`config.mk`:
```
export PLATFORM = sky130hd
export DESIGN_NAME = rapid_x_cpu
export DESIGN_NICKNAME = d
export VERILOG_FILES = /design/src/design/rapid_isa_pkg.sv /design/src/design/rapid_ctrl_pkg.sv /design/src/design/rapid_stage_if.sv /design/src/design/cpu_ifetch_unit.sv /design/src/design/register_file.sv /design/src/design/decoder_module.sv /design/src/design/execute_stage.sv /design/src/design/cpu_memory_unit.sv /design/src/design/rapid_x_cpu.sv
export SDC_FILE = /design/constraint.sdc
export NUM_CORES = 2
export LEC_CHECK = 0
export BUFFER_PORTS_ARGS = -buffer_cell sky130_fd_sc_hd__buf_2
export CAP_MARGIN = 40
export CORE_UTILIZATION = 33
export CTS_CLUSTER_DIAMETER = 40
export DETAILED_ROUTE_END_ITERATION = 10
export PLACE_DENSITY = 0.46
export SYNTH_ARGS = -nofsm -noshare
export SYNTH_HDL_FRONTEND = slang
export SYNTH_SLANG_ARGS = --single-unit
export TNS_END_PERCENT = 100
```
`constraint.sdc`:
```
create_clock -name i_clk -period 5.9 [get_ports i_clk]
set_clock_uncertainty 0.15 [all_clocks]
set_input_delay 0.59 -clock i_clk [delete_from_list [all_inputs] [get_ports i_clk]]
set_output_delay 0.59 -clock i_clk [all_outputs]
set_load 0.05 [all_outputs]
```
`src/design/rapid_isa_pkg.sv`:
```
package rapid_isa_pkg;

    // data path width
    localparam int unsigned XLEN = 32;
    // byte step between sequential instructions
    localparam int unsigned INSTR_BYTES = 4;
    // addi x0, x0, 0 is the canonical nop
    localparam logic [XLEN-1:0] NOP_INSTR = 32'h0000_0013;

    // major opcodes, instruction bits [6:0]
    typedef enum logic [6:0] {
        OP     = 7'b0110011,
        OP_IMM = 7'b0010011,
        LUI    = 7'b0110111,
        LOAD   = 7'b0000011,
        STORE  = 7'b0100011,
        BRANCH = 7'b1100011,
        JAL    = 7'b1101111
    } opcode_e;

    // alu funct3, add and sub share a code
    typedef enum logic [2:0] {
        F3_ADD_SUB = 3'b000,
        F3_SLT     = 3'b010,
        F3_XOR     = 3'b100,
        F3_OR      = 3'b110,
        F3_AND     = 3'b111
    } funct3_alu_e;

    typedef enum logic [2:0] {
        F3_BEQ = 3'b000,
        F3_BNE = 3'b001
    } funct3_br_e;

endpackage

```
`src/design/rapid_ctrl_pkg.sv`:
```
package rapid_ctrl_pkg;

    // pc value after reset
    localparam logic [rapid_isa_pkg::XLEN-1:0] RESET_PC = '0;

    // register number, x0 .. x31
    typedef logic [4:0] reg_idx_t;

    typedef enum logic [2:0] {
        ALU_ADD,
        ALU_SUB,
        ALU_AND,
        ALU_OR,
        ALU_XOR,
        ALU_SLT,
        ALU_PASS_B
    } alu_op_e;

    typedef enum logic [1:0] {
        MEM_NONE,
        MEM_LOAD,
        MEM_STORE
    } mem_op_e;

    // everything execute needs from decode
    typedef struct packed {
        reg_idx_t rs1;
        reg_idx_t rs2;
        reg_idx_t rd;
        alu_op_e  alu_op;
        logic     imm_sel;
        mem_op_e  mem_op;
        logic     branch;
        logic     branch_ne;
        logic     jump;
    } control_ex_s;

    // what survives into the memory stage
    typedef struct packed {
        reg_idx_t rd;
        mem_op_e  mem_op;
    } control_mem_s;

    // bubble, behaves like addi x0, x0, 0
    localparam control_ex_s CTRL_EX_NOP = '{
        rs1: '0, rs2: '0, rd: '0, alu_op: ALU_ADD, imm_sel: 1'b1,
        mem_op: MEM_NONE, branch: 1'b0, branch_ne: 1'b0, jump: 1'b0
    };

endpackage

```
`src/design/rapid_stage_if.sv`:
```
// decode to execute bundle
// register read data is bound here by the top level
interface de_ex_if;

    logic [rapid_isa_pkg::XLEN-1:0] pc;
    rapid_ctrl_pkg::control_ex_s    control;
    logic [rapid_isa_pkg::XLEN-1:0] rs1_data;
    logic [rapid_isa_pkg::XLEN-1:0] rs2_data;
    logic [rapid_isa_pkg::XLEN-1:0] imm;

    // decoder side
    modport source (
        output pc,
        output control,
        output imm
    );

    // execute side, sampled every edge
    modport sink (
        input pc,
        input control,
        input rs1_data,
        input rs2_data,
        input imm
    );

endinterface

// execute to memory bundle, all combinational
interface ex_mem_if;

    rapid_ctrl_pkg::control_mem_s   control;
    // data address or the rd value
    logic [rapid_isa_pkg::XLEN-1:0] alu_result;
    logic [rapid_isa_pkg::XLEN-1:0] store_data;

    modport source (
        output control,
        output alu_result,
        output store_data
    );

    modport sink (
        input control,
        input alu_result,
        input store_data
    );

endinterface

```
`src/design/cpu_ifetch_unit.sv`:
```
module cpu_ifetch_unit (
    input  logic                           i_clk,
    input  logic                           i_rst_n,
    // redirect from execute
    input  logic                           i_pc_load,
    input  logic [rapid_isa_pkg::XLEN-1:0] i_pc_ext,
    // also the instruction fetch address
    output logic [rapid_isa_pkg::XLEN-1:0] o_pc
);

    logic [rapid_isa_pkg::XLEN-1:0] pc_next;

    // sequential unless execute resolved a taken branch or jal
    assign pc_next = i_pc_load ? i_pc_ext
                               : o_pc + rapid_isa_pkg::XLEN'(rapid_isa_pkg::INSTR_BYTES);

    always_ff @(posedge i_clk or negedge i_rst_n) begin
        if (!i_rst_n) begin
            o_pc <= rapid_ctrl_pkg::RESET_PC;
        end else begin
            o_pc <= pc_next;
        end
    end

    // redirect targets come from execute, pc must never leave word alignment
    a_pc_aligned : assert property (
        @(posedge i_clk) disable iff (!i_rst_n) o_pc[1:0] == 2'b00
    ) else $error("fetch pc not word aligned");

endmodule

```
`src/design/register_file.sv`:
```
module register_file (
    input  logic                           i_clk,
    input  logic                           i_rst_n,
    input  rapid_ctrl_pkg::reg_idx_t       i_rs1,
    input  rapid_ctrl_pkg::reg_idx_t       i_rs2,
    // write port, driven by the memory stage
    input  rapid_ctrl_pkg::reg_idx_t       i_rd,
    input  logic [rapid_isa_pkg::XLEN-1:0] i_rd_data,
    output logic [rapid_isa_pkg::XLEN-1:0] o_rs1_data,
    output logic [rapid_isa_pkg::XLEN-1:0] o_rs2_data
);

    logic [rapid_isa_pkg::XLEN-1:0] regs [32];

    // x0 is never written, so it keeps its cleared value
    always_ff @(posedge i_clk or negedge i_rst_n) begin
        if (!i_rst_n) begin
            for (int i = 0; i < 32; i++) begin
                regs[i] <= '0;
            end
        end else if (i_rd != '0) begin
            regs[i_rd] <= i_rd_data;
        end
    end

    // write first, a same-cycle write shows up on the read port
    assign o_rs1_data = (i_rd != '0 && i_rd == i_rs1) ? i_rd_data : regs[i_rs1];
    assign o_rs2_data = (i_rd != '0 && i_rd == i_rs2) ? i_rd_data : regs[i_rs2];

endmodule

```
`src/design/decoder_module.sv`:
```
module decoder_module (
    input  logic                           i_clk,
    input  logic                           i_rst_n,
    // flush request from execute
    input  logic                           i_pc_load,
    input  logic [rapid_isa_pkg::XLEN-1:0] i_instruction,
    input  logic [rapid_isa_pkg::XLEN-1:0] i_pc,
    de_ex_if.source                        de_ex
);

    logic [rapid_isa_pkg::XLEN-1:0] instr_q;
    logic [rapid_isa_pkg::XLEN-1:0] pc_q;
    rapid_isa_pkg::opcode_e         opcode;
    rapid_ctrl_pkg::control_ex_s    ctrl;
    logic [rapid_isa_pkg::XLEN-1:0] imm;
    logic                           known_op;

    // funct3 to alu op, sub only for register-register ops
    function automatic rapid_ctrl_pkg::alu_op_e alu_sel(logic [2:0] f3, logic sub);
        case (rapid_isa_pkg::funct3_alu_e'(f3))
            rapid_isa_pkg::F3_ADD_SUB: alu_sel = sub ? rapid_ctrl_pkg::ALU_SUB
                                                     : rapid_ctrl_pkg::ALU_ADD;
            rapid_isa_pkg::F3_SLT:     alu_sel = rapid_ctrl_pkg::ALU_SLT;
            rapid_isa_pkg::F3_XOR:     alu_sel = rapid_ctrl_pkg::ALU_XOR;
            rapid_isa_pkg::F3_OR:      alu_sel = rapid_ctrl_pkg::ALU_OR;
            rapid_isa_pkg::F3_AND:     alu_sel = rapid_ctrl_pkg::ALU_AND;
            default:                   alu_sel = rapid_ctrl_pkg::ALU_ADD;
        endcase
    endfunction

    //////////////////////////////
    // instruction register
    //////////////////////////////
    // wrong-path fetch is replaced by a nop on redirect
    always_ff @(posedge i_clk or negedge i_rst_n) begin
        if (!i_rst_n) begin
            instr_q <= rapid_isa_pkg::NOP_INSTR;
        end else begin
            instr_q <= i_pc_load ? rapid_isa_pkg::NOP_INSTR : i_instruction;
        end
    end

    always_ff @(posedge i_clk) begin
        pc_q <= i_pc;
    end

    //////////////////////////////
    // field decode
    //////////////////////////////
    assign opcode = rapid_isa_pkg::opcode_e'(instr_q[6:0]);

    always_comb begin
        ctrl     = rapid_ctrl_pkg::CTRL_EX_NOP;
        imm      = '0;
        known_op = 1'b1;
        // read ports always follow the rs fields, unused reads are harmless
        ctrl.rs1 = instr_q[19:15];
        ctrl.rs2 = instr_q[24:20];
        case (opcode)
            rapid_isa_pkg::OP: begin
                ctrl.rd      = instr_q[11:7];
                ctrl.imm_sel = 1'b0;
                // bit 30 of funct7 selects sub
                ctrl.alu_op  = alu_sel(instr_q[14:12], instr_q[30]);
            end
            rapid_isa_pkg::OP_IMM: begin
                ctrl.rd     = instr_q[11:7];
                ctrl.alu_op = alu_sel(instr_q[14:12], 1'b0);
                imm         = {{20{instr_q[31]}}, instr_q[31:20]};
            end
            rapid_isa_pkg::LUI: begin
                ctrl.rd     = instr_q[11:7];
                ctrl.alu_op = rapid_ctrl_pkg::ALU_PASS_B;
                imm         = {instr_q[31:12], 12'b0};
            end
            rapid_isa_pkg::LOAD: begin
                ctrl.rd     = instr_q[11:7];
                ctrl.mem_op = rapid_ctrl_pkg::MEM_LOAD;
                imm         = {{20{instr_q[31]}}, instr_q[31:20]};
            end
            rapid_isa_pkg::STORE: begin
                ctrl.mem_op = rapid_ctrl_pkg::MEM_STORE;
                imm         = {{20{instr_q[31]}}, instr_q[31:25], instr_q[11:7]};
            end
            rapid_isa_pkg::BRANCH: begin
                ctrl.branch    = 1'b1;
                ctrl.branch_ne = rapid_isa_pkg::funct3_br_e'(instr_q[14:12])
                                 == rapid_isa_pkg::F3_BNE;
                imm = {{19{instr_q[31]}}, instr_q[31], instr_q[7],
                       instr_q[30:25], instr_q[11:8], 1'b0};
            end
            rapid_isa_pkg::JAL: begin
                ctrl.rd   = instr_q[11:7];
                ctrl.jump = 1'b1;
                imm = {{11{instr_q[31]}}, instr_q[31], instr_q[19:12],
                       instr_q[20], instr_q[30:21], 1'b0};
            end
            default: begin
                // anything else becomes a bubble
                ctrl     = rapid_ctrl_pkg::CTRL_EX_NOP;
                known_op = 1'b0;
            end
        endcase
    end

    assign de_ex.pc      = pc_q;
    assign de_ex.control = ctrl;
    assign de_ex.imm     = imm;

    // instruction memory must only hold the supported subset
    a_known_opcode : assert property (
        @(posedge i_clk) disable iff (!i_rst_n) known_op
    ) else $error("unsupported opcode %b decoded as nop", instr_q[6:0]);

endmodule

```
`src/design/execute_stage.sv`:
```
module execute_stage (
    input  logic                           i_clk,
    input  logic                           i_rst_n,
    de_ex_if.sink                          de_ex,
    // write-back value one instruction ahead
    input  rapid_ctrl_pkg::reg_idx_t       i_mem_rd,
    input  logic [rapid_isa_pkg::XLEN-1:0] i_mem_rd_data,
    output logic                           o_pc_load,
    output logic [rapid_isa_pkg::XLEN-1:0] o_pc_ext,
    ex_mem_if.source                       ex_mem
);

    rapid_ctrl_pkg::control_ex_s    ctrl_q;
    logic [rapid_isa_pkg::XLEN-1:0] pc_q;
    logic [rapid_isa_pkg::XLEN-1:0] rs1_q;
    logic [rapid_isa_pkg::XLEN-1:0] rs2_q;
    logic [rapid_isa_pkg::XLEN-1:0] imm_q;
    logic [rapid_isa_pkg::XLEN-1:0] fwd_rs1;
    logic [rapid_isa_pkg::XLEN-1:0] fwd_rs2;
    logic [rapid_isa_pkg::XLEN-1:0] op_b;
    logic [rapid_isa_pkg::XLEN-1:0] alu_out;
    logic                           branch_taken;

    //////////////////////////////
    // operand register
    //////////////////////////////
    // a taken redirect squashes the instruction coming from decode
    always_ff @(posedge i_clk or negedge i_rst_n) begin
        if (!i_rst_n) begin
            ctrl_q <= rapid_ctrl_pkg::CTRL_EX_NOP;
        end else begin
            ctrl_q <= o_pc_load ? rapid_ctrl_pkg::CTRL_EX_NOP : de_ex.control;
        end
    end

    always_ff @(posedge i_clk) begin
        pc_q  <= de_ex.pc;
        rs1_q <= de_ex.rs1_data;
        rs2_q <= de_ex.rs2_data;
        imm_q <= de_ex.imm;
    end

    // memory stage result wins over the register read unless rd is x0
    assign fwd_rs1 = (i_mem_rd != '0 && i_mem_rd == ctrl_q.rs1) ? i_mem_rd_data : rs1_q;
    assign fwd_rs2 = (i_mem_rd != '0 && i_mem_rd == ctrl_q.rs2) ? i_mem_rd_data : rs2_q;
    assign op_b    = ctrl_q.imm_sel ? imm_q : fwd_rs2;

    //////////////////////////////
    // alu
    //////////////////////////////
    always_comb begin
        case (ctrl_q.alu_op)
            rapid_ctrl_pkg::ALU_SUB:    alu_out = fwd_rs1 - op_b;
            rapid_ctrl_pkg::ALU_AND:    alu_out = fwd_rs1 & op_b;
            rapid_ctrl_pkg::ALU_OR:     alu_out = fwd_rs1 | op_b;
            rapid_ctrl_pkg::ALU_XOR:    alu_out = fwd_rs1 ^ op_b;
            rapid_ctrl_pkg::ALU_SLT:    alu_out = {{(rapid_isa_pkg::XLEN-1){1'b0}},
                                                   $signed(fwd_rs1) < $signed(op_b)};
            rapid_ctrl_pkg::ALU_PASS_B: alu_out = op_b;
            default:                    alu_out = fwd_rs1 + op_b;
        endcase
    end

    // beq and bne both reduce to an equality test
    assign branch_taken = ctrl_q.branch & ((fwd_rs1 == fwd_rs2) ^ ctrl_q.branch_ne);
    assign o_pc_load    = branch_taken | ctrl_q.jump;
    assign o_pc_ext     = pc_q + imm_q;

    // jal writes the link address
    assign ex_mem.alu_result = ctrl_q.jump
                             ? pc_q + rapid_isa_pkg::XLEN'(rapid_isa_pkg::INSTR_BYTES)
                             : alu_out;
    assign ex_mem.store_data = fwd_rs2;
    assign ex_mem.control    = '{rd: ctrl_q.rd, mem_op: ctrl_q.mem_op};

endmodule

```
`src/design/cpu_memory_unit.sv`:
```
module cpu_memory_unit (
    input  logic                           i_clk,
    input  logic                           i_rst_n,
    ex_mem_if.sink                         ex_mem,
    // data bus answered in the same cycle
    output logic [rapid_isa_pkg::XLEN-1:0] o_mmu_address,
    input  logic [rapid_isa_pkg::XLEN-1:0] i_mmu_input_data,
    output logic [rapid_isa_pkg::XLEN-1:0] o_mmu_output_data,
    output logic [3:0]                     o_mmu_we,
    // write-back to register file and forwarding
    output rapid_ctrl_pkg::reg_idx_t       o_rd,
    output logic [rapid_isa_pkg::XLEN-1:0] o_rd_data
);

    logic is_store;
    logic is_load;

    assign is_store = ex_mem.control.mem_op == rapid_ctrl_pkg::MEM_STORE;
    assign is_load  = ex_mem.control.mem_op == rapid_ctrl_pkg::MEM_LOAD;

    assign o_mmu_address     = ex_mem.alu_result;
    assign o_mmu_output_data = ex_mem.store_data;
    // word stores only
    assign o_mmu_we          = is_store ? 4'hF : 4'h0;

    // stores write no register
    always_ff @(posedge i_clk or negedge i_rst_n) begin
        if (!i_rst_n) begin
            o_rd <= '0;
        end else begin
            o_rd <= is_store ? '0 : ex_mem.control.rd;
        end
    end

    always_ff @(posedge i_clk) begin
        o_rd_data <= is_load ? i_mmu_input_data : ex_mem.alu_result;
    end

    // full word enables only, and a word store needs a word aligned address
    a_word_we : assert property (
        @(posedge i_clk) disable iff (!i_rst_n)
            o_mmu_we == 4'h0 || (o_mmu_we == 4'hF && o_mmu_address[1:0] == 2'b00)
    ) else $error("partial byte enable or misaligned store on data bus");

endmodule

```
`src/design/rapid_x_cpu.sv`:
```
module rapid_x_cpu (
    input  logic                           i_clk,
    input  logic                           i_rst_n,
    // instruction memory
    input  logic [rapid_isa_pkg::XLEN-1:0] i_instruction_fetch_data,
    output logic [rapid_isa_pkg::XLEN-1:0] o_instruction_fetch_address,
    // data memory
    output logic [rapid_isa_pkg::XLEN-1:0] o_mmu_address,
    input  logic [rapid_isa_pkg::XLEN-1:0] i_mmu_input_data,
    output logic [rapid_isa_pkg::XLEN-1:0] o_mmu_output_data,
    output logic [3:0]                     o_mmu_we
);

    // redirect from execute to fetch and decode
    logic                           pc_load;
    logic [rapid_isa_pkg::XLEN-1:0] pc_ext;
    // write-back from memory stage
    rapid_ctrl_pkg::reg_idx_t       mem_rd;
    logic [rapid_isa_pkg::XLEN-1:0] mem_rd_data;

    de_ex_if  de_ex ();
    ex_mem_if ex_mem ();

    //////////////////////////////
    // fetch and decode
    //////////////////////////////
    cpu_ifetch_unit ifetch_unit (
        .i_clk     (i_clk),
        .i_rst_n   (i_rst_n),
        .i_pc_load (pc_load),
        .i_pc_ext  (pc_ext),
        .o_pc      (o_instruction_fetch_address)
    );

    // read ports follow the decoded rs fields
    register_file reg_file (
        .i_clk      (i_clk),
        .i_rst_n    (i_rst_n),
        .i_rs1      (de_ex.control.rs1),
        .i_rs2      (de_ex.control.rs2),
        .i_rd       (mem_rd),
        .i_rd_data  (mem_rd_data),
        .o_rs1_data (de_ex.rs1_data),
        .o_rs2_data (de_ex.rs2_data)
    );

    decoder_module de_stage (
        .i_clk         (i_clk),
        .i_rst_n       (i_rst_n),
        .i_pc_load     (pc_load),
        .i_instruction (i_instruction_fetch_data),
        .i_pc          (o_instruction_fetch_address),
        .de_ex         (de_ex.source)
    );

    //////////////////////////////
    // execute and memory
    //////////////////////////////
    execute_stage ex_stage (
        .i_clk         (i_clk),
        .i_rst_n       (i_rst_n),
        .de_ex         (de_ex.sink),
        .i_mem_rd      (mem_rd),
        .i_mem_rd_data (mem_rd_data),
        .o_pc_load     (pc_load),
        .o_pc_ext      (pc_ext),
        .ex_mem        (ex_mem.source)
    );

    cpu_memory_unit memory_unit (
        .i_clk             (i_clk),
        .i_rst_n           (i_rst_n),
        .ex_mem            (ex_mem.sink),
        .o_mmu_address     (o_mmu_address),
        .i_mmu_input_data  (i_mmu_input_data),
        .o_mmu_output_data (o_mmu_output_data),
        .o_mmu_we          (o_mmu_we),
        .o_rd              (mem_rd),
        .o_rd_data         (mem_rd_data)
    );

endmodule

```
==> impl_metrics.toml <==
[clocking]
clk_latency_ps = 970
cts_made_buffers = 285
max-clock-path-buffers = 4
path_clk_slew_ps = 50
tritoncts = "built"
clockRootBuffer = "clkbuf_16"
cts.sinks = 1309
htree_levels = 5

[routing]
vias_per_cell = 5.924
wl_per_cell_um = 29.98
drt-pass1-iter-count = 6
ant_nets = 0
wirelength_um = 328600
remaining_drc_errors = 0
vias = 64925
drtIter0Drc = 6606

[power_and_ir_drop]
leakagePower_nw = 41.83
powerDensity_nw_per_um2 = 312.4
p_int_mw = 21.34
power.switching_mw = 7.798
p_total_mw = 29.14
p_clk_frac = 0.558
power_frac_comb = 0.115
vdd_ir_drop_max_v = 0.0002316
seqPwrFrac = 0.327
switching_share = 0.2676

[synthesis]
synth_compound_area_frac = 0.1422
syn_nets = 7633
synth.most_common_cell = "nand2_1"
netlist_area_um2 = 73480
synth.distinct_cells = 86
syn_area_per_cell_um2 = 9.883
yosys-top-cells-area = "dfrtp_1, mux2_2, nand2_1"
ys_ff_latch = 1309
synth-edff-count = 0
yosys.area.top_type = "dfrtp_1"
synthXorXnorAreaFrac = 0.01979
postSynth.asyncResetShare = 0.8533
synth_top_family_by_area = "multiplexers"
muxShareOfSynthArea = 0.2115
ys.warnings.count = 0
synth_top_cell_area_share = 0.3791
yosys.area_share.adder = 0.02278
synth_common_cells = "nand2_1, mux2_2, dfrtp_1"
synth_ff_type = "dfrtp_1"
synth_cells = 7435
ys_seq_area_frac = 0.4328
yosys.area_share.simple = 0.1272

[timing]
fmax_mhz = 158.4
hold_slack_ps = 73.49
setup_ws_ps = -413.5
finalCritPeriodShare = 1.070
slew_headroom = 0.3247
grt_setup_unrepaired = "true"
slew_violations = 0
fin_crit_ps = 6314
setup_tns_ps = -3952
final-setup-viol-count = 18
hold_violations = 0
max_slew.worst_pin.slew_ps = 1013

[floorplan]
core-area_um2 = 220400
die_h_um = 473.9
ioPinCount = 166
dieArea_um2 = 224500
die_w_um = 473.9
rows = 172
start_util = 0.3334

[global_route]
grt_pass1_wl_um = 470500
grt_overflow = 0
grt_pass1_vias = 63575
grt_max_degree = 147
grt_usage = 0.2866
antenna_found_initial = 22

[worst_setup_path]
worstPathCellList = "buf_6, xor2_4, a2111oi_4, nand2_4, buf_4, buf_4, mux2i_4, inv_1, ha_2, a21oi_2, o21bai_2, a2111oi_4, o41ai_4, or4b_4, o22a_1, xor2_1, o221a_2, a221oi_2, buf_4, buf_8"
cp_top_family = "compound AO/OA/AOI/OAI gates"
cpPeakStageDelay_ps = 500
crit_fanout = 9
crit_path_top_delay_cell = "or4b_4"
crit_buf_inv = 6
worstPathRequired_ps = 5160
worstSetupStartpoint = "memory_unit.o_rd[2]"
path_common_cell = "buf_4"
start_kind = "flip-flop"
rr_startpoint = "de_stage.instr_q[5]"
critical_path_class = "reg -> out"
endpoint_kind = "output pin"
arrival_ps = 5570

[layout]
fin_area_um2 = 93280
final_cells = 10959
drive_gt1_frac = 0.3432
nFillCells = 21111
nNetsFinal = 7993
postLayoutCoreUtil = 0.4233
area_growth_pct = 26.95

[worst_hold_path]
holdCritPathClass = "in -> reg"
min_from = "i_mmu_input_data[30]"

[place]
port_buffers = 165
place_ws_ps = -67.88
dpl.cell_count = 10337
place_hpwl_um = 207100
place_area_um2 = 80570
gp_congestion = 0.9898

[run_status]
violations = "negative setup slack"
status = "complete, but fails checks"

[job]
maxCapViolations = 0
## cell families after synthesis
kind of cell    count (synthesis)
compound gates               1534
xor+xnor                      166
fa+ha+maj                     132
buf+inv                       834
flops                        1309
mux                          1311
simple gates                 2149
## power groups by stage
stage / clock, mW / combinational, mW / sequential, mW
floorplan: 0 / 1.55 / 9.65
global placement: 0 / 2.90 / 9.68
detailed placement: 0 / 2.92 / 9.67
CTS: 16.5 / 3.18 / 9.53
global route: 17.0 / 3.52 / 9.56
finish: 16.3 / 3.34 / 9.54
## routing by layer
layer | wire [um] | global-route usage
met5 | 34 | 0
met4 | 13800 | 0.1229
met3 | 25560 | 0.05429
met2 | 145400 | 0.4338
met1 | 143900 | 0.3967
## placed cells by master, fill, tap and decap left out, types with 56 or more instances in the layout
| master | n |
|---|---|
| a21oi_1 | 545 |
| a311oi_1 | 65 |
| a31oi_1 | 72 |
| a32oi_1 | 65 |
| and2_1 | 56 |
| buf_12 | 67 |
| buf_2 | 140 |
| buf_4 | 445 |
| clkbuf_16 | 291 |
| dfrtp_1 | 1109 |
| dfxtp_1 | 192 |
| dlygate4sd3_1 | 64 |
| ha_1 | 105 |
| inv_1 | 89 |
| mux2_2 | 1147 |
| mux4_2 | 66 |
| nand2_1 | 1265 |
| nand3_1 | 370 |
| nor2_1 | 124 |
| nor3_1 | 60 |
| o21ai_0 | 69 |
| o221ai_1 | 322 |
| xnor2_1 | 100 |
| xor2_1 | 57 |
## layout make-up
cell class	instances	area, um2	area share
repair buffers	793	7158	0.07674
flip-flops and latches	1309	31810	0.3410
clock inverters	137	1821	0.01952
multi-input cells	5292	40540	0.4346
well taps	2958	3701	0.03968
diodes	3	7.507	0.00008048
clock buffers	353	7785	0.08346
inverters	114	454.2	0.004869
## worst min-delay path, delay by kind of cell
| family | cells | cell delay [ps] |
|---|---|---|
| buf+inv | 2 | 250 |
| compound gates | 2 | 230 |
## path summary, 6_finish.rpt
kind,to,slack [ps],cells after the start
hold / removal,memory_unit.o_rd_data[30],70,4
setup reg to reg,ex_stage.rs2_q[12],750,13
hold reg to reg,ex_stage.pc_q[17],170,0
min in group asynchronous,reg_file.regs[970],160,2
max in group asynchronous,de_stage.instr_q[15],3900,3
setup / recovery,o_mmu_address[31],-410,20
## sequential cells by signal (all words and copies together), names as in the netlist, 32 cells and up
register and flops:
de_stage.de_ex.pc 32, de_stage.instr_q 32, ex_stage.imm_q 32, ex_stage.pc_q 32, ex_stage.rs1_q 32, ex_stage.rs2_q 32, ifetch_unit.o_pc 32, memory_unit.o_rd_data 32
reg_file.regs 1024
## repair_timing
action / 4_1_cts / 5_1_grt
gates cloned: 1 / 0
buffers inserted: 49 / 30
hold buffers: 64 / 0
gates resized for setup: 272 / 166
pin swaps: 94 / 97
endpoints found under the hold margin: 136 / 0
setup endpoints to repair: 28 / 29
Power figures use the tool's default switching activity.
